[src/design/rv_exec_pkg.sv]
package rv_exec_pkg;

    localparam int xlen = 64;

    // major opcodes
    localparam logic [6:0] op_reg    = 7'b0110011;
    localparam logic [6:0] op_imm    = 7'b0010011;
    localparam logic [6:0] op_lui    = 7'b0110111;
    localparam logic [6:0] op_auipc  = 7'b0010111;
    localparam logic [6:0] op_jal    = 7'b1101111;
    localparam logic [6:0] op_system = 7'b1110011;

    // machine csr addresses
    localparam logic [11:0] csr_mstatus = 12'd768;
    localparam logic [11:0] csr_mtvec   = 12'd773;
    localparam logic [11:0] csr_mepc    = 12'd833;
    localparam logic [11:0] csr_mcause  = 12'd834;

    localparam logic [xlen-1:0] cause_ecall_m = 64'd11;  // environment call from m-mode

    typedef enum logic [3:0] {
        alu_add,
        alu_sub,
        alu_and,
        alu_or,
        alu_xor,
        alu_sll,
        alu_srl,
        alu_sra,
        alu_slt,
        alu_sltu
    } alu_op_e;

    typedef enum logic [2:0] {
        src_reg,       // rs1, rs2
        src_imm,       // rs1, imm
        src_four_pc,   // 4, pc
        src_imm_pc,    // imm, pc
        src_csr,       // rs1, csr
        src_zero_imm   // 0, imm
    } src_sel_e;

    typedef struct packed {
        logic [6:0] funct7;
        logic [4:0] rs2;
        logic [4:0] rs1;
        logic [2:0] funct3;
        logic [4:0] rd;
        logic [6:0] opcode;
    } r_fmt_t;

    typedef struct packed {
        logic [11:0] imm;
        logic [4:0]  rs1;
        logic [2:0]  funct3;
        logic [4:0]  rd;
        logic [6:0]  opcode;
    } i_fmt_t;

    typedef struct packed {
        logic [19:0] imm;  // bits 31:12 of the value
        logic [4:0]  rd;
        logic [6:0]  opcode;
    } u_fmt_t;

    typedef struct packed {
        logic       imm20;
        logic [9:0] imm10_1;
        logic       imm11;
        logic [7:0] imm19_12;
        logic [4:0] rd;
        logic [6:0] opcode;
    } j_fmt_t;

    // one instruction word, four views
    typedef union packed {
        r_fmt_t r_fmt;
        i_fmt_t i_fmt;
        u_fmt_t u_fmt;
        j_fmt_t j_fmt;
    } instr_u;

    typedef struct packed {
        alu_op_e     alu_op;
        src_sel_e    src_sel;
        logic [4:0]  rd;
        logic [4:0]  rs1;
        logic [4:0]  rs2;
        logic        reg_write;
        logic        csr_set;   // csrrs
        logic        ecall;
        logic [11:0] csr_addr;
        logic        jump;      // jal
    } ctrl_t;

    typedef struct packed {
        logic            valid;
        logic [4:0]      rd;
        logic [xlen-1:0] data;
        logic [xlen-1:0] next_pc;
    } wb_t;

endpackage
[src/design/rv_alu.sv]
`timescale 1ns/100ps

module rv_alu (
    input  rv_exec_pkg::alu_op_e          alu_op,
    input  logic [rv_exec_pkg::xlen-1:0]  a,
    input  logic [rv_exec_pkg::xlen-1:0]  b,
    output logic [rv_exec_pkg::xlen-1:0]  result
);
    import rv_exec_pkg::*;

    logic [5:0] shamt;
    logic       lt_signed;
    logic       lt_unsigned;

    assign shamt       = b[5:0];  // rv64 shift amount
    assign lt_signed   = $signed(a) < $signed(b);
    assign lt_unsigned = a < b;

    always_comb begin
        case (alu_op)
            alu_add: begin
                result = a + b;
            end
            alu_sub: begin
                result = a - b;
            end
            alu_and: begin
                result = a & b;
            end
            alu_or: begin
                result = a | b;
            end
            alu_xor: begin
                result = a ^ b;
            end
            alu_sll: begin
                result = a << shamt;
            end
            alu_srl: begin
                result = a >> shamt;
            end
            alu_sra: begin
                result = $signed(a) >>> shamt;
            end
            alu_slt: begin
                result = {{(xlen-1){1'b0}}, lt_signed};
            end
            alu_sltu: begin
                result = {{(xlen-1){1'b0}}, lt_unsigned};
            end
            default: begin
                result = '0;
            end
        endcase
    end

endmodule

[config.mk]
export PLATFORM = sky130hd
export DESIGN_NAME = rv_alu
export DESIGN_NICKNAME = d
export VERILOG_FILES = /design/src/design/rv_exec_pkg.sv /design/src/design/rv_alu.sv
export SDC_FILE = /design/constraint.sdc
export NUM_CORES = 1
export LEC_CHECK = 0
export BUFFER_PORTS_ARGS = -buffer_cell sky130_fd_sc_hd__clkbuf_2
export CAP_MARGIN = 40
export CORE_MARGIN = 10
export CORE_UTILIZATION = 34
export DETAILED_ROUTE_END_ITERATION = 8
export PLACE_DENSITY = 0.6
export SYNTH_ARGS = -nofsm -noshare
export SYNTH_HDL_FRONTEND = slang
export SYNTH_SLANG_ARGS = --single-unit
[constraint.sdc]
create_clock -name vclk -period 5.8
set_input_delay 0.58 -clock vclk [all_inputs]
set_output_delay 0.58 -clock vclk [all_outputs]
set_load 0.02 [all_outputs]
======== Word-level counts from Yosys, hierarchy flattened ========
Index checks and enable logic that the tools add are counted.
storage, ports and cells
  flip-flop bits (word level) ............. 0
  input bits .............................. 132
  output and inout bits ................... 64
  logic and storage cells ................. 21
operators by class
  add/sub/neg operators ................... 2
  order comparisons ....................... 2
  equality and inequality tests ........... 9
  shift operators ......................... 3
  mux-type cells .......................... 1
  bitwise logic cells ..................... 3
  reductions and logical operators ........ 1
operator list
  cell                                                             number
  64-bit case mux with 10 select lines                             1
  64-bit < comparator                                              2
  64-bit adder                                                     1
  64-bit bitwise AND                                               1
  64-bit OR                                                        1
  64-bit by 6-bit << shifter with 64-bit output                    1
  64-bit by 6-bit >> shifter with 64-bit output                    1
  64-bit by 6-bit >>> shifter with 64-bit output                   1
  64-bit subtractor                                                1
  64-bit XOR                                                       1
  4-bit by 3-bit == test with 1-bit output, second input constant  4
  4-bit by 2-bit == test with 1-bit output, second input constant  2
  4-bit == test, second input constant                             2
  4-bit by 1-bit == test with 1-bit output, second input constant  1
  4-bit zero test                                                  1

======== Depth between registers and ports, before layout ========
  depth after elaboration ................. 2
  mapped depth ............................ 19
  depth with buffers taken out ............ 14

======== Worst setup path before layout ========
No wires, ideal clock.
  path type ............................... in2out
  start ................................... input port b[3] in the netlist's numbering
  end ..................................... output port result[63] in the netlist's numbering
  arrival time ............................ 4.680 ns
  required time ........................... 5.220 ns
  setup slack ............................. 0.540 ns
  cell stages on the path ................. 18
  buffers on the path ..................... 6
  cells stage by stage .................... inv_1 -> buf_2 -> buf_2 -> buf_1 -> buf_1 -> buf_1 -> ha_1 -> buf_2 -> or4_1 -> o21ai_1 -> o21ai_1 -> a211oi_2 -> o211ai_1 -> and3_1 -> nor2_1 -> nand2_1 -> o221a_2 -> o32ai_2
between the ends
  longest elaborated chain between the ends .. 2
  elaborated cells on any way between the ends .. 6
  those cells by class .................... add/sub (2); shift (3); mux (1)
RTL lines
  what                                       line          text
  from (decl)                                rv_alu.sv:6   input logic [rv_exec_pkg::xlen-1:0] b,
  64-bit subtractor (tied with other cells)  rv_alu.sv:25  result = a - b;
  64-bit case mux with 10 select lines *     rv_alu.sv:20  case (alu_op)
  to (decl)                                  rv_alu.sv:7   output logic [rv_exec_pkg::xlen-1:0] result
Every way passes the cells marked *; elsewhere a longest branch is shown, timed or not.

======== Worst setup path in the final report ========
  start ................................... input port a[9] in the netlist's numbering
  end ..................................... output port result[52] in the netlist's numbering
between the ends
  longest elaborated chain between the ends .. 2
  elaborated cells on any way between the ends .. 6
  those cells by class .................... add/sub (2); shift (3); mux (1)
RTL lines
  what                                       line          text
  from (decl)                                rv_alu.sv:5   input logic [rv_exec_pkg::xlen-1:0] a,
  64-bit subtractor (tied with other cells)  rv_alu.sv:25
  64-bit case mux with 10 select lines *     rv_alu.sv:20
Marked as above.

==> reports/metrics.csv <==
stage,metric,value,unit
setup_path,crit path DAT,4.87,ns
cells_and_area,area of the multi-input gates,17500,um^2
grt,total track usage,0.3301,
drt,Wirelength per Cell,32.19,um
synth,Synth Net Count,3122,
grt,grt total ovfl,0,
drt,"antenna viol nets, final",0,
synth,Syn Area/Cell,6.888,um^2
sta,f_max,183.4,MHz
grt,first-pass GRT wire length,164900,um
die,core footprint,56170,um^2
cells_and_area,register area,0,um^2
cells_and_area,"commonest non-fill, non-tap cell in the layout",nor2_1,
setup_path,Setup CP Type,in2out,
die,Initial Utilization,0.3425,
drt,Detailed Route WL,116900,um
drt,routed vias/inst,6.806,
cells_and_area,FFs & Latches,0,
place,dpl ws,0.5578,ns
synth,Synth cell types,90,
sta,Slew headroom,0.3407,
setup_path,crit-path max FO,10,
clocking,"Hold-fix buffers, CTS",0,
sta,Min Hold Slack,1.774,ns
cells_and_area,# fillers,6265,
sta,Sum Neg Setup Slack,0,ns
die,die area,66500,um^2
synth,YS warnings,0,
drt,DRC violations left,0,
grt,largest net degree at the start of global routing,126,
setup_path,worst path required time,5.22,ns
sta,fin worst setup slack,0.3464,ns
cells_and_area,share of cells above drive strength 1,0.1648,
place,PortBufs,196,
synth,Synth Cell Area,19240,um^2
cells_and_area,"commonest non-fill, non-tap cells in the layout","398 x nor2_1, 287 x a21oi_1, 203 x nand2_1, 200 x inv_1, 195 x ha_1",
setup_path,CP Capture Type,output port,
clocking,Post-CTS Resized,0,
sta,RSZ-0062 raised after global routing,false,
drt,Vias,24710,
worst_hold_path,min-delay worst type,in2out,
setup_path,Startpoint Class,input port,
grt,antenna violations before repair,6,
synth,Syn Inst Count,2793,
flow_run,Max-cap violations,0,
clocking,setup repair bufs after CTS,0,
die,Die X,257.9,um
die,Core Rows,87,
outcome,status,completed,
cells_and_area,Layout Nets,3201,
synth,cells taking the most area after synthesis,"mux4_2 16%, ha_1 13%, nor2_1 7.8%",
synth,Yosys top cell area share,0.1580,
sta,Worst-Margin Slew,0.9787,ns
sta,Final Slew Violations,0,
grt,vias in the first global route,22910,
place,detailed placement HPWL,94410,um
cells_and_area,Synth-to-Final Area Change,9.248,%
sta,Tmin final,5.454,ns
drt,drt initial violations,3916,
cells_and_area,final-layout clock buffer total,0,
sta,crit share post-route,0.9403,
die,Die Ht,257.9,um
die,Top Ports,196,
sta,final number of setup-violating endpoints,0,
place,gpl congestion,1.095,
synth,dominant cell type by area after synthesis,mux4_2,
drt,TritonRoute pass-1 iters,6,
sta,Final Hold Vio Count,0,
synth,register area share after synthesis,0,
## logic make-up (layout without fill, tap and decap cells)
kind of cell,Yosys count,after routing,share of synthesized area
simple gates,888,888,0.2055
other cells,0,4,0
fa+ha+maj,197,197,0.1289
buf+inv,425,502,0.09086
mux,255,255,0.2224
xor+xnor,48,48,0.02185
compound gates,980,980,0.3305
## worst paths after layout
path / startpoint / endpoint / slack (ns) / cells after the start
setup / recovery: a[9] / result[52] / 0.35 / 15
hold / removal: b[6] / result[6] / 1.77 / 5
## cells in the mapped netlist (all sizes together) (14+ instances only)
cell,count
o22ai,16
mux2i,105
xnor2,42
o21ai,229
inv,203
buf,95
o31ai,20
nand2b,26
and2,18
a22oi,23
o21a,22
nand4,24
ha,195
o2111ai,14
a31oi,26
o221ai,39
and3,14
a221o,14
a211oi,43
mux2,14
nor4,29
clkbuf,122
a21oi,287
nand2,203
a221oi,31
a21o,23
mux4,136
nand3,55
a211o,16
o21bai,38
nor3,61
nor2,398
o211ai,58
nor2b,15
## stage by stage
step	util	cell area, um^2	instances
global placement	0.3734	20970	3620
detailed placement	0.3740	21010	3626
global route	0.3740	21010	3626
floorplan	-	19240	2793
finish	0.3742	21020	3630
CTS	0.3740	21010	3626
## area by class of cell
type | instances | area share
Antenna cell | 4 | 0.0004762
Inverter | 208 | 0.03739
Multi-Input combinational cell | 2368 | 0.8325
Tap cell | 756 | 0.04501
Timing Repair Buffer | 294 | 0.08465
## critical path, stage by stage
cell,delay [ns]
clkbuf_2,0.19
inv_1,0.06
ha_1,0.45
inv_1,0.14
a2111oi_0,0.43
nand3_1,0.28
a311oi_2,0.38
o211ai_1,0.31
o21ai_1,0.35
a21oi_1,0.17
o21ai_1,0.38
o21ai_0,0.23
xnor2_1,0.21
o221ai_1,0.44
clkbuf_2,0.27
## per-layer routing
layer | up-vias | global-route usage | routed length (um)
li1 | 10590 | - | -
met1 | 11990 | 0.4424 | 46460
met2 | 1847 | 0.4860 | 48510
met3 | 277 | 0.1051 | 16500
met4 | 2 | 0.1222 | 5355
met5 | - | 0 | 46
