### src/design/rv_exec_pkg.sv
package rv_exec_pkg;

    localparam int xlen = 64;

    // major opcodes
    localparam logic [6:0] op_reg    = 7'b0110011;
    localparam logic [6:0] op_imm    = 7'b0010011;
    localparam logic [6:0] op_lui    = 7'b0110111;
    localparam logic [6:0] op_auipc  = 7'b0010111;
    localparam logic [6:0] op_jal    = 7'b1101111;
    localparam logic [6:0] op_system = 7'b1110011;

    // machine csr addresses
    localparam logic [11:0] csr_mstatus = 12'd768;
    localparam logic [11:0] csr_mtvec   = 12'd773;
    localparam logic [11:0] csr_mepc    = 12'd833;
    localparam logic [11:0] csr_mcause  = 12'd834;

    localparam logic [xlen-1:0] cause_ecall_m = 64'd11;  // environment call from m-mode

    typedef enum logic [3:0] {
        alu_add,
        alu_sub,
        alu_and,
        alu_or,
        alu_xor,
        alu_sll,
        alu_srl,
        alu_sra,
        alu_slt,
        alu_sltu
    } alu_op_e;

    typedef enum logic [2:0] {
        src_reg,       // rs1, rs2
        src_imm,       // rs1, imm
        src_four_pc,   // 4, pc
        src_imm_pc,    // imm, pc
        src_csr,       // rs1, csr
        src_zero_imm   // 0, imm
    } src_sel_e;

    typedef struct packed {
        logic [6:0] funct7;
        logic [4:0] rs2;
        logic [4:0] rs1;
        logic [2:0] funct3;
        logic [4:0] rd;
        logic [6:0] opcode;
    } r_fmt_t;

    typedef struct packed {
        logic [11:0] imm;
        logic [4:0]  rs1;
        logic [2:0]  funct3;
        logic [4:0]  rd;
        logic [6:0]  opcode;
    } i_fmt_t;

    typedef struct packed {
        logic [19:0] imm;  // bits 31:12 of the value
        logic [4:0]  rd;
        logic [6:0]  opcode;
    } u_fmt_t;

    typedef struct packed {
        logic       imm20;
        logic [9:0] imm10_1;
        logic       imm11;
        logic [7:0] imm19_12;
        logic [4:0] rd;
        logic [6:0] opcode;
    } j_fmt_t;

    // one instruction word, four views
    typedef union packed {
        r_fmt_t r_fmt;
        i_fmt_t i_fmt;
        u_fmt_t u_fmt;
        j_fmt_t j_fmt;
    } instr_u;

    typedef struct packed {
        alu_op_e     alu_op;
        src_sel_e    src_sel;
        logic [4:0]  rd;
        logic [4:0]  rs1;
        logic [4:0]  rs2;
        logic        reg_write;
        logic        csr_set;   // csrrs
        logic        ecall;
        logic [11:0] csr_addr;
        logic        jump;      // jal
    } ctrl_t;

    typedef struct packed {
        logic            valid;
        logic [4:0]      rd;
        logic [xlen-1:0] data;
        logic [xlen-1:0] next_pc;
    } wb_t;

endpackage
### src/design/rv_csr_file.sv
`timescale 1ns/100ps

module rv_csr_file (
    input  logic                          clk,
    input  logic                          reset,
    input  logic                          instr_valid,
    input  rv_exec_pkg::ctrl_t            ctrl,
    input  logic [rv_exec_pkg::xlen-1:0]  pc,
    input  logic [rv_exec_pkg::xlen-1:0]  set_mask,  // rs1 data for csrrs
    output logic [rv_exec_pkg::xlen-1:0]  rdata,
    output logic [rv_exec_pkg::xlen-1:0]  mtvec
);
    import rv_exec_pkg::*;

    logic [xlen-1:0] mstatus_q;
    logic [xlen-1:0] mtvec_q;
    logic [xlen-1:0] mepc_q;
    logic [xlen-1:0] mcause_q;
    logic            do_set;
    logic            do_ecall;

    assign do_set   = instr_valid && ctrl.csr_set;
    assign do_ecall = instr_valid && ctrl.ecall;

    // read port, old value goes to rd on csrrs
    always_comb begin
        case (ctrl.csr_addr)
            csr_mstatus: rdata = mstatus_q;
            csr_mtvec:   rdata = mtvec_q;
            csr_mepc:    rdata = mepc_q;
            csr_mcause:  rdata = mcause_q;
            default:     rdata = '0;  // unknown address
        endcase
    end

    always_ff @(posedge clk) begin
        if (reset) begin
            mstatus_q <= '0;
            mtvec_q   <= '0;
            mepc_q    <= '0;
            mcause_q  <= '0;
        end else if (do_ecall) begin
            mepc_q   <= pc;
            mcause_q <= cause_ecall_m;
        end else if (do_set) begin
            case (ctrl.csr_addr)
                csr_mstatus: mstatus_q <= mstatus_q | set_mask;
                csr_mtvec:   mtvec_q   <= mtvec_q | set_mask;
                csr_mepc:    mepc_q    <= mepc_q | set_mask;
                csr_mcause:  mcause_q  <= mcause_q | set_mask;
                default: begin
                end
            endcase
        end
    end

    assign mtvec = mtvec_q;  // trap target for next_pc

endmodule

### config.mk
export PLATFORM = sky130hd
export DESIGN_NAME = rv_csr_file
export DESIGN_NICKNAME = d
export VERILOG_FILES = /design/src/design/rv_exec_pkg.sv /design/src/design/rv_csr_file.sv
export SDC_FILE = /design/constraint.sdc
export NUM_CORES = 1
export LEC_CHECK = 0
export ABC_AREA = 1
export BUFFER_PORTS_ARGS = -buffer_cell sky130_fd_sc_hd__buf_2
export CAP_MARGIN = 20
export CORE_AREA = 8 8 160 162
export CTS_CLUSTER_DIAMETER = 60
export CTS_CLUSTER_SIZE = 8
export DETAILED_ROUTE_END_ITERATION = 10
export DIE_AREA = 0 0 168 170
export PLACE_DENSITY_LB_ADDON = 0.3
export SLEW_MARGIN = 0
export SYNTH_ARGS = -nofsm -noshare
export SYNTH_HDL_FRONTEND = slang
export SYNTH_SLANG_ARGS = --single-unit
export TNS_END_PERCENT = 20
### constraint.sdc
create_clock -name clk -period 1.97 [get_ports clk]
set_input_delay 0.394 -clock clk [delete_from_list [all_inputs] [get_ports clk]]
set_output_delay 0.394 -clock clk [all_outputs]
set_load 0.005 [all_outputs]
[Word-level counts from Yosys, hierarchy flattened]
Index checks and enable logic that the tools add are counted.
Operators by class
  eq/ne operators: 4
  mux-type cells: 7
  reduce and logical (&&, ||, !) cells: 11
  bitwise logic cells: 5
Operators by type and width (count)
  $or A64 B64 Y64: 4
  $pmux W64 S4: 1
  $mux W64: 3
  $eq A12 B10 Y1 const B: 4
  $mux W4: 3
  $reduce_and A2 Y1: 3
  $reduce_and A3 Y1: 2
  $reduce_bool A2 Y1: 3
  $logic_and A1 B1 Y1: 2
  $reduce_or A2 Y1: 1
  $not A1 Y1: 1
Storage, ports and cells
  output and inout bits: 128
  logic and storage cells: 32
  input bits: 169
  bits in registers: 256

[Logic depth before layout (Yosys ltp)]
  word-level depth: 4
  depth in mapped cells: 8
  depth with buffers taken out: 6

[Least setup slack after synthesis]
No wires, ideal clock.
  path type: input port to output port
  start point: input ctrl[4] (netlist bit)
  end point: output rdata[10] (netlist bit)
  arrival: 1274 ps
  stages on the path: 7
  path buffers: 2
  setup slack: 302 ps
  required time: 1576 ps
  path through: inv_1 -> nand2_1 -> nor2_1 -> buf_2 -> buf_1 -> nand3_1 -> nand4_1
On the way
  word-level cells in the longest chain between the ends: 2
  elaborated cells between the ends (all ways): 5
  those cells by class: 4 x eq/ne; 1 x mux
Ends and longest elaborated chain
  start, declared: RTL line rv_csr_file.sv:7  | input rv_exec_pkg::ctrl_t ctrl,
  $eq A12 B10 Y1: RTL line rv_csr_file.sv:27  | case (ctrl.csr_addr)
  $pmux W64 S4 *: RTL line rv_csr_file.sv:27
  end, declared: RTL line rv_csr_file.sv:10  | output logic [rv_exec_pkg::xlen-1:0] rdata,
Mark *: on every way between the ends. The rest lies on a longest branch, timed or not.

[Final worst setup path]
  start point: input ctrl[6] (netlist bit)
  end point: output rdata[29] (netlist bit)
The elaborated chain is that of the path after synthesis.

==> flow_metrics.py <==
metrics = {
    "yosys": {
        "synth-seq-cells": 256,
        "yosysSeqAreaShare": 0.4253,
        "ys.warnings.count": 0,
        "avgSynthCellArea_um2": 7.429,
        "synth_area_leader_cell": "dfxtp_1",
        "netlist.area_leader.share": 0.4253,
        "synth.area.top_cells": "dfxtp_1, nand4_1, a21oi_1, nand3_1, inv_1",
        "synthCells": 1622,
        "syn_area_mm2": 0.01205,
        "ys_types": 16,
        "synthesis.nets": 1791,
    },
    "timing": {
        "max_slew_margin": 0.4839,
        "slew_viol_final": 0,
        "worst_slack_ns": -0.1181,
        "finalCritPeriodShare": 1.060,
        "worst_pin_slew_ns": 0.7741,
        "fmax_ghz": 0.4789,
        "skew_ns": 0,
        "finalSetupTns_ns": -2.685,
        "rsz0062_at_grt": "true",
        "period_needed_ns": 2.088,
        "hold_viol": 0,
        "setup_violations": 58,
    },
    "cts": {
        "cts_buffer_depth": 3,
        "ctsHoldBuffers": 0,
        "numCtsBuffers": 38,
        "cts_tree": "done",
        "path_clk_slew_ns": 0.05,
        "clk_latency_ns": 0.51,
        "root_buffer": "clkbuf_16",
        "clock-sinks": 256,
        "htreeDepth": 2,
    },
    "floorplan": {
        "initial_core_util": 0.5227,
        "num_rows": 56,
        "die-area_mm2": 0.02856,
        "die-height_um": 170,
        "io_pins": 297,
        "fp.dieW_um": 168,
        "coreArea_mm2": 0.02305,
    },
    "finish": {
        "nNetsFinal": 2066,
        "instances_no_fill": 2192,
        "syn_to_final_growth_pct": 35.61,
        "drive_gt1_frac": 0.2716,
    },
    "global_route": {
        "grt_pass1_wl_mm": 67.03,
        "antenna_found_initial": 6,
        "grt_pass1_vias": 12990,
        "overflow": 0,
        "grt_util_all_layers": 0.2822,
        "grt_max_degree": 132,
    },
    "route": {
        "num_vias": 13950,
        "routed_wl_mm": 45.12,
        "dr.pass1.iters": 5,
        "first_iter_violations": 1827,
        "avgRoutedWirePerCell_um": 20.58,
        "antenna_left": 0,
        "drc": 0,
        "via_per_inst": 6.362,
    },
    "power_and_ir_drop": {
        "switching_share": 0.2467,
        "seqPwrFrac": 0.445,
        "power_leakage_nw": 6.074,
        "powerDensity_mw_per_mm2": 732.2,
        "p_sw_mw": 2.952,
        "p_comb_frac": 0.077,
        "p_int_mw": 9.012,
        "clockPowerShare": 0.478,
        "vdd_drop_max_v": 0.0007050,
    },
    "setup_path": {
        "cp.arrival_ns": 1.69,
        "critical_path_class": "in2out",
        "cp_max_fo": 8,
        "crit_path_start": "ctrl[6]",
        "cp-endpoint": "rdata[29]",
        "reg2reg_slack_ns": 1.28,
        "rr_worst_depth": 2,
        "regToRegEndpoint": "mepc_q[3]$_SDFFE_PP0P_",
        "endpoint_kind": "primary output",
        "r2r_start": "mepc_q[3]$_SDFFE_PP0P_",
        "crit_required_ns": 1.58,
        "start_kind": "input pin",
    },
    "worst_hold_path": {
        "hold_start": "pc[36]",
        "hold_class": "in2reg",
    },
    "run_status": {
        "violations": "negative setup slack",
        "status": "finished, violations left",
    },
    "placement": {
        "pre_cts_slack_ns": -0.1147,
        "placed_cells": 2094,
        "dp_hpwl_mm": 25.09,
        "io_buffers": 272,
        "finalWeightedCongestion": 0.8525,
    },
    "job": {
        "max-cap-violations": 0,
    },
}
==> flip-flops by register name, summed over array words and instances, names as in the netlist <==
register	cells
mcause_q	64
mepc_q	64
mstatus_q	64
mtvec	64
==> worst max-delay path, cell delays in order <==
cell and delay, ns:
buf_2 0.11, nor2_4 0.12, nand2_2 0.09, nor2_4 0.13, buf_12 0.16, buf_12 0.16
buf_12 0.14, nand3_1 0.09, nand4_1 0.15, buf_2 0.15
==> cells by family after synthesis <==
logic type	share of synthesized area
AO/OA/AOI/OAI	0.1329
buffers and inverters	0.1404
AND/OR/NAND/NOR	0.3013
flip-flops	0.4253
==> repair_timing <==
action,in CTS,in global routing
cloned,9,12
setup buffers,14,20
gates resized for setup,26,74
pin swaps,11,45
setup endpoints to repair,64,64
==> metrics by stage <==
step	total power [mW]	cell area [um^2]	hold WS, ns	util
after floorplan	5.802	12050	0.4306	-
after global placement	6.230	14070	0.4363	0.6103
after detailed placement	6.245	14070	0.4406	0.6103
after CTS	11.90	15600	0.1511	0.6767
after global routing	12.28	16340	0.1750	0.7087
final	11.96	16340	0.1654	0.7088
==> cell usage after synthesis <==
library cell	count
nand3_1	256
o21ai_1	10
clkbuf_1	56
buf_1	14
nand2_1	12
nor2_1	76
buf_4	15
o21ai_0	54
inv_1	198
nor2_2	1
nor2_4	1
a21oi_1	256
dfxtp_1	256
buf_2	83
buf_6	14
nand4_1	320
==> how the worst min path moves through the flow <==
| stage | end | slack, ns | depth (start not counted) |
|---|---|---|---|
| final | mepc_q[36]$_SDFFE_PP0P_ | 0.17 | 3 |
| after global routing | mepc_q[58]$_SDFFE_PP0P_ | 0.18 | 3 |
| after CTS | mepc_q[25]$_SDFFE_PP0P_ | 0.15 | 3 |
| after detailed placement | mstatus_q[0]$_SDFFE_PP0P_ | 0.44 | 2 |
| after global placement | mcause_q[20]$_SDFFE_PP0P_ | 0.44 | 2 |
| after floorplan | mcause_q[10]$_SDFFE_PP0P_ | 0.43 | 2 |
==> power groups by stage <==
stage | sequential [mW] | combinational (mW) | clock, mW
floorplan | 5.42 | 0.386 | 0
global placement | 5.42 | 0.806 | 0
detailed placement | 5.43 | 0.817 | 0
CTS | 5.33 | 0.852 | 5.72
global route | 5.33 | 0.976 | 5.97
finish | 5.33 | 0.919 | 5.72
==> routing by layer <==
layer / up-vias / global-route usage / share of wire
li1: 6332 / - / -
met1: 6547 / 0.3436 / 0.39
met2: 899 / 0.4655 / 0.46
met3: 160 / 0.06789 / 0.11
met4: 8 / 0.1335 / 0.044
met5: - / 0 / 0.00095
==> cells in the final DEF, fill, tap and decap left out, types with 9 or more instances in the layout <==
| cell | count |
|---|---|
| nor2_4 | 10 |
| o21ai_0 | 54 |
| buf_6 | 12 |
| nand3_2 | 30 |
| inv_1 | 192 |
| dfxtp_1 | 256 |
| nand4_1 | 320 |
| buf_12 | 44 |
| buf_2 | 265 |
| buf_16 | 9 |
| nor2_1 | 67 |
| nand3_1 | 226 |
| clkbuf_16 | 50 |
| a21oi_1 | 256 |
| o21ai_1 | 10 |
| buf_4 | 62 |
==> cell type report <==
type / instances / area (um^2)
tap: 290 / 362.8
multi-input combinational: 986 / 5478
fill: 1763 / 6713
timing repair buffer: 417 / 3626
inverter: 198 / 745.7
clock buffer: 38 / 950.9
sequential: 256 / 5125
clock inverter: 5 / 46.29
antenna: 2 / 5.005
No activity file was read; power rests on OpenSTA's default activity.
