## config.mk

```make
export PLATFORM = sky130hd
export DESIGN_NAME = rv_writeback
export DESIGN_NICKNAME = d
export VERILOG_FILES = /design/src/design/rv_exec_pkg.sv /design/src/design/rv_writeback.sv
export SDC_FILE = /design/constraint.sdc
export NUM_CORES = 1
export LEC_CHECK = 0
export BUFFER_PORTS_ARGS = -buffer_cell sky130_fd_sc_hd__buf_2
export CORE_AREA = 2 2 218 220
export DETAILED_ROUTE_END_ITERATION = 10
export DIE_AREA = 0 0 220 222
export PLACE_DENSITY = 0.43
export SLEW_MARGIN = 20
export SYNTH_ARGS = -nofsm -noshare
export SYNTH_HDL_FRONTEND = slang
export SYNTH_SLANG_ARGS = --single-unit
```

## constraint.sdc

```tcl
create_clock -name clk -period 4.5 [get_ports clk]
set_input_delay 0.45 -clock clk [delete_from_list [all_inputs] [get_ports clk]]
set_output_delay 0.45 -clock clk [all_outputs]
set_load 0.01 [all_outputs]
```

## src/design/rv_exec_pkg.sv

```systemverilog
package rv_exec_pkg;

    localparam int xlen = 64;

    // major opcodes
    localparam logic [6:0] op_reg    = 7'b0110011;
    localparam logic [6:0] op_imm    = 7'b0010011;
    localparam logic [6:0] op_lui    = 7'b0110111;
    localparam logic [6:0] op_auipc  = 7'b0010111;
    localparam logic [6:0] op_jal    = 7'b1101111;
    localparam logic [6:0] op_system = 7'b1110011;

    // machine csr addresses
    localparam logic [11:0] csr_mstatus = 12'd768;
    localparam logic [11:0] csr_mtvec   = 12'd773;
    localparam logic [11:0] csr_mepc    = 12'd833;
    localparam logic [11:0] csr_mcause  = 12'd834;

    localparam logic [xlen-1:0] cause_ecall_m = 64'd11;  // environment call from m-mode

    typedef enum logic [3:0] {
        alu_add,
        alu_sub,
        alu_and,
        alu_or,
        alu_xor,
        alu_sll,
        alu_srl,
        alu_sra,
        alu_slt,
        alu_sltu
    } alu_op_e;

    typedef enum logic [2:0] {
        src_reg,       // rs1, rs2
        src_imm,       // rs1, imm
        src_four_pc,   // 4, pc
        src_imm_pc,    // imm, pc
        src_csr,       // rs1, csr
        src_zero_imm   // 0, imm
    } src_sel_e;

    typedef struct packed {
        logic [6:0] funct7;
        logic [4:0] rs2;
        logic [4:0] rs1;
        logic [2:0] funct3;
        logic [4:0] rd;
        logic [6:0] opcode;
    } r_fmt_t;

    typedef struct packed {
        logic [11:0] imm;
        logic [4:0]  rs1;
        logic [2:0]  funct3;
        logic [4:0]  rd;
        logic [6:0]  opcode;
    } i_fmt_t;

    typedef struct packed {
        logic [19:0] imm;  // bits 31:12 of the value
        logic [4:0]  rd;
        logic [6:0]  opcode;
    } u_fmt_t;

    typedef struct packed {
        logic       imm20;
        logic [9:0] imm10_1;
        logic       imm11;
        logic [7:0] imm19_12;
        logic [4:0] rd;
        logic [6:0] opcode;
    } j_fmt_t;

    // one instruction word, four views
    typedef union packed {
        r_fmt_t r_fmt;
        i_fmt_t i_fmt;
        u_fmt_t u_fmt;
        j_fmt_t j_fmt;
    } instr_u;

    typedef struct packed {
        alu_op_e     alu_op;
        src_sel_e    src_sel;
        logic [4:0]  rd;
        logic [4:0]  rs1;
        logic [4:0]  rs2;
        logic        reg_write;
        logic        csr_set;   // csrrs
        logic        ecall;
        logic [11:0] csr_addr;
        logic        jump;      // jal
    } ctrl_t;

    typedef struct packed {
        logic            valid;
        logic [4:0]      rd;
        logic [xlen-1:0] data;
        logic [xlen-1:0] next_pc;
    } wb_t;

endpackage
```

## src/design/rv_writeback.sv

```systemverilog
`timescale 1ns/100ps

module rv_writeback (
    input  logic                          clk,
    input  logic                          reset,
    input  logic                          instr_valid,
    input  rv_exec_pkg::ctrl_t            ctrl,
    input  logic [rv_exec_pkg::xlen-1:0]  imm,
    input  logic [rv_exec_pkg::xlen-1:0]  pc,
    input  logic [rv_exec_pkg::xlen-1:0]  alu_result,
    input  logic [rv_exec_pkg::xlen-1:0]  csr_rdata,
    input  logic [rv_exec_pkg::xlen-1:0]  mtvec,
    output rv_exec_pkg::wb_t              wb,
    output logic                          reg_we,
    output logic [4:0]                    reg_waddr,
    output logic [rv_exec_pkg::xlen-1:0]  reg_wdata
);
    import rv_exec_pkg::*;

    logic [xlen-1:0] wb_data;
    logic [xlen-1:0] next_pc;

    // csrrs returns the value before the set
    assign wb_data = ctrl.csr_set ? csr_rdata : alu_result;

    always_comb begin
        if (ctrl.ecall) begin
            next_pc = mtvec;
        end else if (ctrl.jump) begin
            next_pc = pc + imm;
        end else begin
            next_pc = pc + 64'd4;
        end
    end

    // register file writes at the same edge that captures wb
    assign reg_we    = instr_valid && ctrl.reg_write && (ctrl.rd != 5'd0);
    assign reg_waddr = ctrl.rd;
    assign reg_wdata = wb_data;

    always_ff @(posedge clk) begin
        if (reset) begin
            wb.valid <= 1'b0;
        end else begin
            wb.valid <= instr_valid;
        end
        wb.rd      <= ctrl.rd;
        wb.data    <= wb_data;
        wb.next_pc <= next_pc;
    end

endmodule

```

### Word level (Yosys, flattened, before mapping)

Cells that the tools add are included.

* muxes and demuxes: 3
* add/subtract/negate cells: 2
* reductions and logical operators: 3

Operators with widths (number)
* 2-to-1 mux 64 bit: 3
* adder 64 x 3 -> 64 bit (second input constant): 1
* adder 64 bit: 1
* nonzero test 5 bit: 1
* logical AND 1 bit: 2

* input bits: 361
* bits in registers: 134
* output and inout bits: 204
* logic and storage cells: 12

### Depth between registers and ports, before layout

Gate-level depths: netlist of the first run.

* word-level depth: 3
* depth in mapped cells: 12
* depth with buffers taken out: 12

### Least setup slack after synthesis of the first run

No wires, ideal clock.

* path kind: input -> register
* start: input imm[0] (netlist bit)
* end: register wb[44] (netlist bit)
* data required time: 4.379 ns
* slack: 1.356 ns
* library setup time: 0.121 ns
* stages on the path: 12
* path buffers: 0
* arrival: 3.024 ns
* cells stage by stage: ha_1 > fa_1 > a21o_1 > a221o_1 > a21oi_2 > a2111oi_1 > o21a_1 > o41a_1 > xor2_1 > nand2_1 > o21ai_0 > mux2_2

* longest elaborated chain between the ends: 3

RTL lines
* start: declaration: line rv_writeback.sv:8 `input logic [rv_exec_pkg::xlen-1:0] imm,`
* adder 64 bit: line rv_writeback.sv:30 `next_pc = pc + imm;`
* 2-to-1 mux 64 bit: line rv_writeback.sv:29 `end else if (ctrl.jump) begin`
* 2-to-1 mux 64 bit: line rv_writeback.sv:27 `if (ctrl.ecall) begin`
* net next_pc[44]: line rv_writeback.sv:21 `logic [xlen-1:0] next_pc;`
* end: declaration: line rv_writeback.sv:13 `output rv_exec_pkg::wb_t wb,`

The timed path passes the listed nets, and every way through them passes these cells.
A chain may end at the register's enable or synchronous reset.

### Worst setup path after layout of the first run

* start: input imm[0] (netlist bit)
* end: register wb[56] (netlist bit)

The elaborated chain is that of the path after synthesis.

==> results of run 1 <==
cells in the mapped netlist, types with 18 or more instances:
cell type	number	area (um^2)
sky130_fd_sc_hd__nand2_1	112	420.4
sky130_fd_sc_hd__nand4_1	39	244.0
sky130_fd_sc_hd__a211oi_1	20	150.1
sky130_fd_sc_hd__nor3_1	18	90.09
sky130_fd_sc_hd__clkbuf_1	55	206.5
sky130_fd_sc_hd__a21o_1	25	187.7
sky130_fd_sc_hd__a21oi_1	114	570.6
sky130_fd_sc_hd__xor2_1	50	437.9
sky130_fd_sc_hd__xnor2_1	63	551.8
sky130_fd_sc_hd__mux2_2	68	765.7
sky130_fd_sc_hd__dfxtp_1	134	2683
sky130_fd_sc_hd__o21ai_0	73	365.4
sky130_fd_sc_hd__and3_1	21	131.4
sky130_fd_sc_hd__ha_1	64	800.8
sky130_fd_sc_hd__nand3_1	49	245.2
sky130_fd_sc_hd__nor2_1	104	390.4
sky130_fd_sc_hd__inv_1	32	120.1
where the power goes:
part | switching (uW) | total (uW) | internal (uW)
clock network | 683 | 1480 | 800
logic | 827 | 1390 | 564
registers | 27.4 | 1330 | 1300
final cells by class:
class / count / area, um^2
antenna: 3 / 7.507
clock buffer: 18 / 439.2
clock inverter: 14 / 156.4
fill: 5114 / 32720
inverter: 32 / 120.1
multi-input combinational: 978 / 6590
sequential: 134 / 2683
tap: 607 / 759.5
timing repair buffer: 549 / 2783
logic make-up after synthesis:
logic type               after synthesis  share of synthesized area, %
AO/OA/AOI/OAI                        337                         21.89
XOR/XNOR                             113                         10.24
adder cells (fa/ha/maj)               65                         8.489
buffers and inverters                100                         4.102
flip-flops                           134                         27.74
multiplexers                          73                         8.437
AND/OR/NAND/NOR                      390                         19.10
per-layer routing:
layer | vias up | global-route usage [%] | wire [um]
met5 | - | 0 | 116
met4 | 18 | 6.473 | 1371
met3 | 84 | 7.215 | 4151
met2 | 436 | 35.46 | 24750
met1 | 5118 | 24.47 | 21520
li1 | 5401 | - | -
stage by stage:
step                setup WS [ns]  power [uW]
global route               0.9366        4450
finish                      1.104        4204
floorplan                   1.356        2124
global placement           0.5649        2751
CTS                         1.124        4277
detailed placement         0.5752        2749
final timing paths:
path   start      end  cells past startpoint
max   imm[0]   wb[56]                     13
min    reset  wb[133]                      2
==> reports/qor.csv, run 1 <==
metric;value;unit
path_class;in -> reg;
grt_setup_unrepaired;false;
max_slew_margin;20.35;%
core.rowCount;79;
mean_routed_wirelength_per_cell;22.23;um
start_util;20.90;%
power_per_cell_area;310.5;mW/mm^2
layoutNonFillerInstCount;2335;
synth.distinct_cells;68;
worst_min_delay_path_category;in -> reg;
top_regs;wb: 134 flops;
synth-edff-count;0;
detailedPlacementHpwl;43740;um
cpPeakStageDelay;0.51;ns
finish.net_count;2138;
grt_max_degree;56;
path_cells;buf_2, ha_1, fa_1, a21o_1, a221o_1, a21oi_2, a2111oi_1, o21a_1, o41a_1, a21o_1, nor2_1, xor2_1, o21ai_0;
clock.fmax;0.2944;GHz
die_width;220;um
largest_reg_flops;134;
outcome;finished, final reports clean;
mostFrequentLayoutCell;sky130_fd_sc_hd__buf_2;
drc_errors;0;
hold_viol;0;
maxCapViolations;0;
clkSlewWorstSetupHoldPaths;0.07;ns
clk_path_buf_depth;2;
y_dimension_of_the_die;222;um
period_needed;3.396;ns
top_library_cells_by_usage_in_the_layout_fill_and_taps_aside;sky130_fd_sc_hd__buf_2 (535), sky130_fd_sc_hd__dfxtp_1 (134), sky130_fd_sc_hd__a21oi_1 (114), sky130_fd_sc_hd__nand2_1 (112), sky130_fd_sc_hd__nor2_1 (104);
setup_viol;0;
path_buf_inv;1;
yosysWarningCount;0;
dieArea;0.04884;mm^2
mappedNetlistArea;0.009669;mm^2
cts_buffer_count;17;
tritoncts;done;
firstDrtPassIters;5;
finalInstanceArea;0.01354;mm^2
timing.critical_path.to_type;flip-flop;
hold_slack;0.1098;ns
detailroute.via_count;11060;
timing_worst_slew_pin_value;1.192;ns
total_leakage_power;0.006234;uW
yosysSeqAreaShare;27.74;%
layout_worst_path_cycle_share;75.48;%
worst_ir_drop_vdd;0.1810;mV
synthToLayoutAreaGrowth;40.01;%
worst_ep_required_time;4.84;ns
holdBufCountCts;0;
synthesis.nets;1638;
syn_avg_cell_area;7.978;um^2
critical_path.startpoint_type;input port;
drt-initial-drc-count;595;
synth_async_sr_flop_share;0;%
ioPinCount;565;
viasPerCell;4.735;
critical_path.most_common_cell;sky130_fd_sc_hd__a21o_1;
grt_antenna_before_repair;19;
clockRootBuffer;sky130_fd_sc_hd__clkbuf_16;
timing.final.max_slew_violations;0;
grt_overflow;0;
ant_nets;0;
drive_above_1_share;38.32;%
cts-resized-gates;0;
design.core.area;0.04626;mm^2
cts_setup_buffers;0;
final_core_util;29.27;%
crit_arrival;3.74;ns
synth_seq_cells;134;
place_congestion;0.9173;
clock_tree.htree_level_count;4;
regMostFlops;wb;
synthCells;1212;
grt_first_pass_wirelength;72660;um
post_dp_cell_area;0.01293;mm^2
worst-path-max-fanout;4;
ys.flop_type;sky130_fd_sc_hd__dfxtp_1;
number_of_global_route_vias_before_repair;11140;
cpLargestDelayFamily;compound AO/OA/AOI/OAI gates;
clock_sink_count;134;
port_bufs;535;
routed_wirelength;51910;um
setup-tns-final;0;ns
placed_cells;2300;
critical-path-slowest-cell;sky130_fd_sc_hd__o41a_1;
gr-usage-all-layers;20.87;%
Note: power is estimated with default switching activity, not from simulation.
==> run 2: changes to the inputs <==
--- a/config.mk
+++ b/config.mk
@@ -9,7 +9,7 @@
 export CORE_AREA = 2 2 218 220
 export DETAILED_ROUTE_END_ITERATION = 10
 export DIE_AREA = 0 0 220 222
-export PLACE_DENSITY = 0.43
+export PLACE_DENSITY = 0.45
 export SLEW_MARGIN = 20
 export SYNTH_ARGS = -nofsm -noshare
 export SYNTH_HDL_FRONTEND = slang
==> constraint.sdc (replaced) <==
create_clock -name clk -period 2.7 [get_ports clk]
set_input_delay 0.27 -clock clk [delete_from_list [all_inputs] [get_ports clk]]
set_output_delay 0.27 -clock clk [all_outputs]
set_load 0.01 [all_outputs]
==> run 2 against run 1 <==
- the run now ends with setup timing left
- non-clock buffer count increased by 294
- cell area increased by 19%
- core utilization increased by 5.6 points
- flip-flop and latch count unchanged
- clock power increased by 78%
- hold slack got worse by 0.065 ns
- global-route usage increased by 0.63 points
- critical endpoint unchanged
- largest power group is now combinational cells
- sequential power increased by 67%
- die area unchanged
- first-iteration DRC count decreased by 2.9%
- via count increased by 9.5%
==> reports/qor.csv, run 2 (synthesis gave the netlist of run 1 again) <==
metric;value;unit;change
pwr-share-seq;28.8;%;was 31.6%
path_cells;buf_6, ha_4, fa_2, a21o_1, a221o_1, a21oi_4, a2111oi_4, o21a_1, o41a_1, a21o_1, nor2_1, xor2_1, o21ai_1;;was buf_2, ha_1, fa_1, a21o_1, a221o_1, a21oi_2, a2111oi_1, o21a_1, o41a_1, a21o_1, nor2_1, xor2_1, o21ai_0
die_width;220;um;unchanged
mean_routed_wirelength_per_cell;20.70;um;was 22.23 um
critical_path.startpoint_type;input port;;unchanged
firstDrtPassIters;5;;unchanged
path_class;in -> reg;;unchanged
core.rowCount;79;;unchanged
multi_input_area;0.006827;mm^2;was 0.006590 mm^2
maxCapViolations;0;;unchanged
power_report.internal_total;5016;uW;was 2667 uW
post_dp_cell_area;0.01490;mm^2;was 0.01293 mm^2
ant_nets;0;;unchanged
finalInstanceArea;0.01614;mm^2;was 0.01354 mm^2
worst_hold_path.num_cells;2;;unchanged
viasPerCell;4.597;;was 4.735
setup_viol;3;;was 0
grt_antenna_before_repair;18;;was 19
worst_ir_drop_vdd;0.2613;mV;was 0.1810 mV
period_needed;2.778;ns;
grt_setup_unrepaired;true;;was false
detailroute.via_count;12110;;was 11,060
timing_worst_slew_pin_value;0.6503;ns;was 1.192 ns
timing.final.max_slew_violations;0;;unchanged
seqCellArea;0.002683;mm^2;unchanged
port_bufs;535;;unchanged
place_congestion;0.9678;;was 0.9173
mostFrequentLayoutCell;sky130_fd_sc_hd__buf_2;;unchanged
violations;setup timing;;
drc_errors;0;;unchanged
worst-path-max-fanout;4;;unchanged
fillers;5020;;was 5,114
start_util;20.90;%;unchanged
synthToLayoutAreaGrowth;66.96;%;was 40.01%
max_slew_margin;56.56;%;was 20.35%
drt-initial-drc-count;578;;was 595
top_library_cells_by_usage_in_the_layout_fill_and_taps_aside;sky130_fd_sc_hd__buf_2 (533), sky130_fd_sc_hd__buf_4 (267), sky130_fd_sc_hd__dfxtp_1 (134), sky130_fd_sc_hd__nand2_1 (111), sky130_fd_sc_hd__a21oi_1 (109);;was sky130_fd_sc_hd__buf_2 (535), sky130_fd_sc_hd__dfxtp_1 (134), sky130_fd_sc_hd__a21oi_1 (114), sky130_fd_sc_hd__nand2_1 (112), sky130_fd_sc_hd__nor2_1 (104)
drive_above_1_share;46.71;%;was 38.32%
grt_max_degree;57;;was 56
p_sw;2698;uW;was 1537 uW
cpPeakStageDelay;0.43;ns;was 0.51 ns
combPwrFrac;37.2;%;was 33.1%
worst_min_delay_path_category;in -> reg;;unchanged
crit_arrival;3.13;ns;was 3.74 ns
total_power;7715;uW;was 4204 uW
timing.critical_path.to_type;flip-flop;;unchanged
power_per_cell_area;477.9;mW/mm^2;was 310.5 mW/mm^2
design.core.area;0.04626;mm^2;unchanged
switching_part_of_the_total;34.98;%;was 36.56%
clock_sink_count;134;;unchanged
grt_first_pass_wirelength;75690;um;was 72,660 um
clk_path_buf_depth;2;;unchanged
detailedPlacementHpwl;46630;um;was 43,740 um
hold_viol;0;;unchanged
grt_overflow;0;;unchanged
clkSlewWorstSetupHoldPaths;0.07;ns;about the same
worst_ep_required_time;3.06;ns;was 4.84 ns
timing.final.ws_setup;-0.07836;ns;was 1.104 ns
number_of_global_route_vias_before_repair;12010;;was 11,140
clock_tree.htree_level_count;4;;unchanged
dieArea;0.04884;mm^2;unchanged
total_leakage_power;0.007667;uW;was 0.006234 uW
pwr-share-clk;34.0;%;was 35.3%
layout_worst_path_cycle_share;102.9;%;
clock.fmax;0.3599;GHz;
finish.net_count;2432;;was 2,138
y_dimension_of_the_die;222;um;unchanged
regMostFlops;wb;;unchanged
cts_buffer_count;17;;unchanged
clockRootBuffer;sky130_fd_sc_hd__clkbuf_16;;unchanged
critical-path-slowest-cell;sky130_fd_sc_hd__o41a_1;;unchanged
hold-path-endpoint;wb[113];;was wb[133]
critical_path.most_common_cell;sky130_fd_sc_hd__a21o_1;;unchanged
largest_reg_flops;134;;unchanged
routed_wirelength;54540;um;was 51,910 um
outcome;finished with violations;;was finished, final reports clean
gr-usage-all-layers;21.50;%;was 20.87%
top_regs;wb: 134 flops;;unchanged
ioPinCount;565;;unchanged
tritoncts;done;;unchanged
worst_min_delay_path_startpoint;alu_result[49];;was reset
[run 2: worst max-delay path by stage]
stage | start | endpoint | slack, ns
floorplan | imm[0] | wb[52] | -0.11
finish | pc[0] | wb[56] | -0.08
detailed placement | pc[0] | wb[56] | -0.66
CTS | pc[0] | wb[56] | -0.05
global placement | pc[0] | wb[56] | -0.66
global route | pc[0] | wb[56] | -0.14
[run 2: what timing repair did]
| action | CTS | global route |
|---|---|---|
| pin swaps | 2 | 12 |
| hold endpoints to repair | 40 | 0 |
| gates resized for setup | 4 | 25 |
| endpoints found under the setup margin | 9 | 18 |
| hold buffers | 41 | 0 |
| setup buffers | 0 | 5 |
[run 2: critical path, delay by kind of cell]
kind | cells | cell delay [ns]
XOR/XNOR | 1 | 0.17
adder cells (fa/ha/maj) | 2 | 0.51
AO/OA/AOI/OAI | 8 | 1.95
buffers and inverters | 1 | 0.10
AND/OR/NAND/NOR | 1 | 0.13
[run 2: through the flow]
stage	setup TNS (ns)	util (%)	std cells	hold slack (ns)	setup slack, ns
5_1_grt	-0.3515	34.90	2634	0.02145	-0.1374
4_1_cts	-0.07165	34.52	2621	0.002754	-0.04610
3_5_place_dp	-14.68	32.21	2548	0.4312	-0.6566
6_report	-0.1048	34.90	2634	0.04506	-0.07836
3_3_place_gp	-14.23	32.21	2548	0.4280	-0.6561
2_1_floorplan	-0.4124	-	1212	0.2977	-0.1086
[run 2: layout make-up]
class / instances / area share (%)
Antenna cell: 8 / 0.1240
Inverter: 32 / 0.7440
Tap cell: 607 / 4.704
Sequential cell: 134 / 16.62
Multi-Input combinational cell: 978 / 42.28
Timing Repair Buffer: 843 / 31.62
Clock inverter: 15 / 1.271
Clock buffer: 17 / 2.635
[run 2: power groups by stage]
| stage | registers (uW) | logic (uW) | clock network, uW |
|---|---|---|---|
| after global routing | 2240 | 3110 | 2790 |
| final | 2220 | 2870 | 2630 |
| after global placement | 2270 | 2780 | 0 |
| after detailed placement | 2270 | 2770 | 0 |
| after floorplan | 2370 | 1200 | 0 |
| after CTS | 2230 | 2840 | 2710 |
[run 2: per-layer routing]
metal	vias to the layer above	share of wire, %	track usage, %
met3	92	7.0	6.008
met1	5597	42	25.80
met5	-	0.21	0
met4	18	3.4	9.916
li1	5984	-	-
met2	417	47	35.34
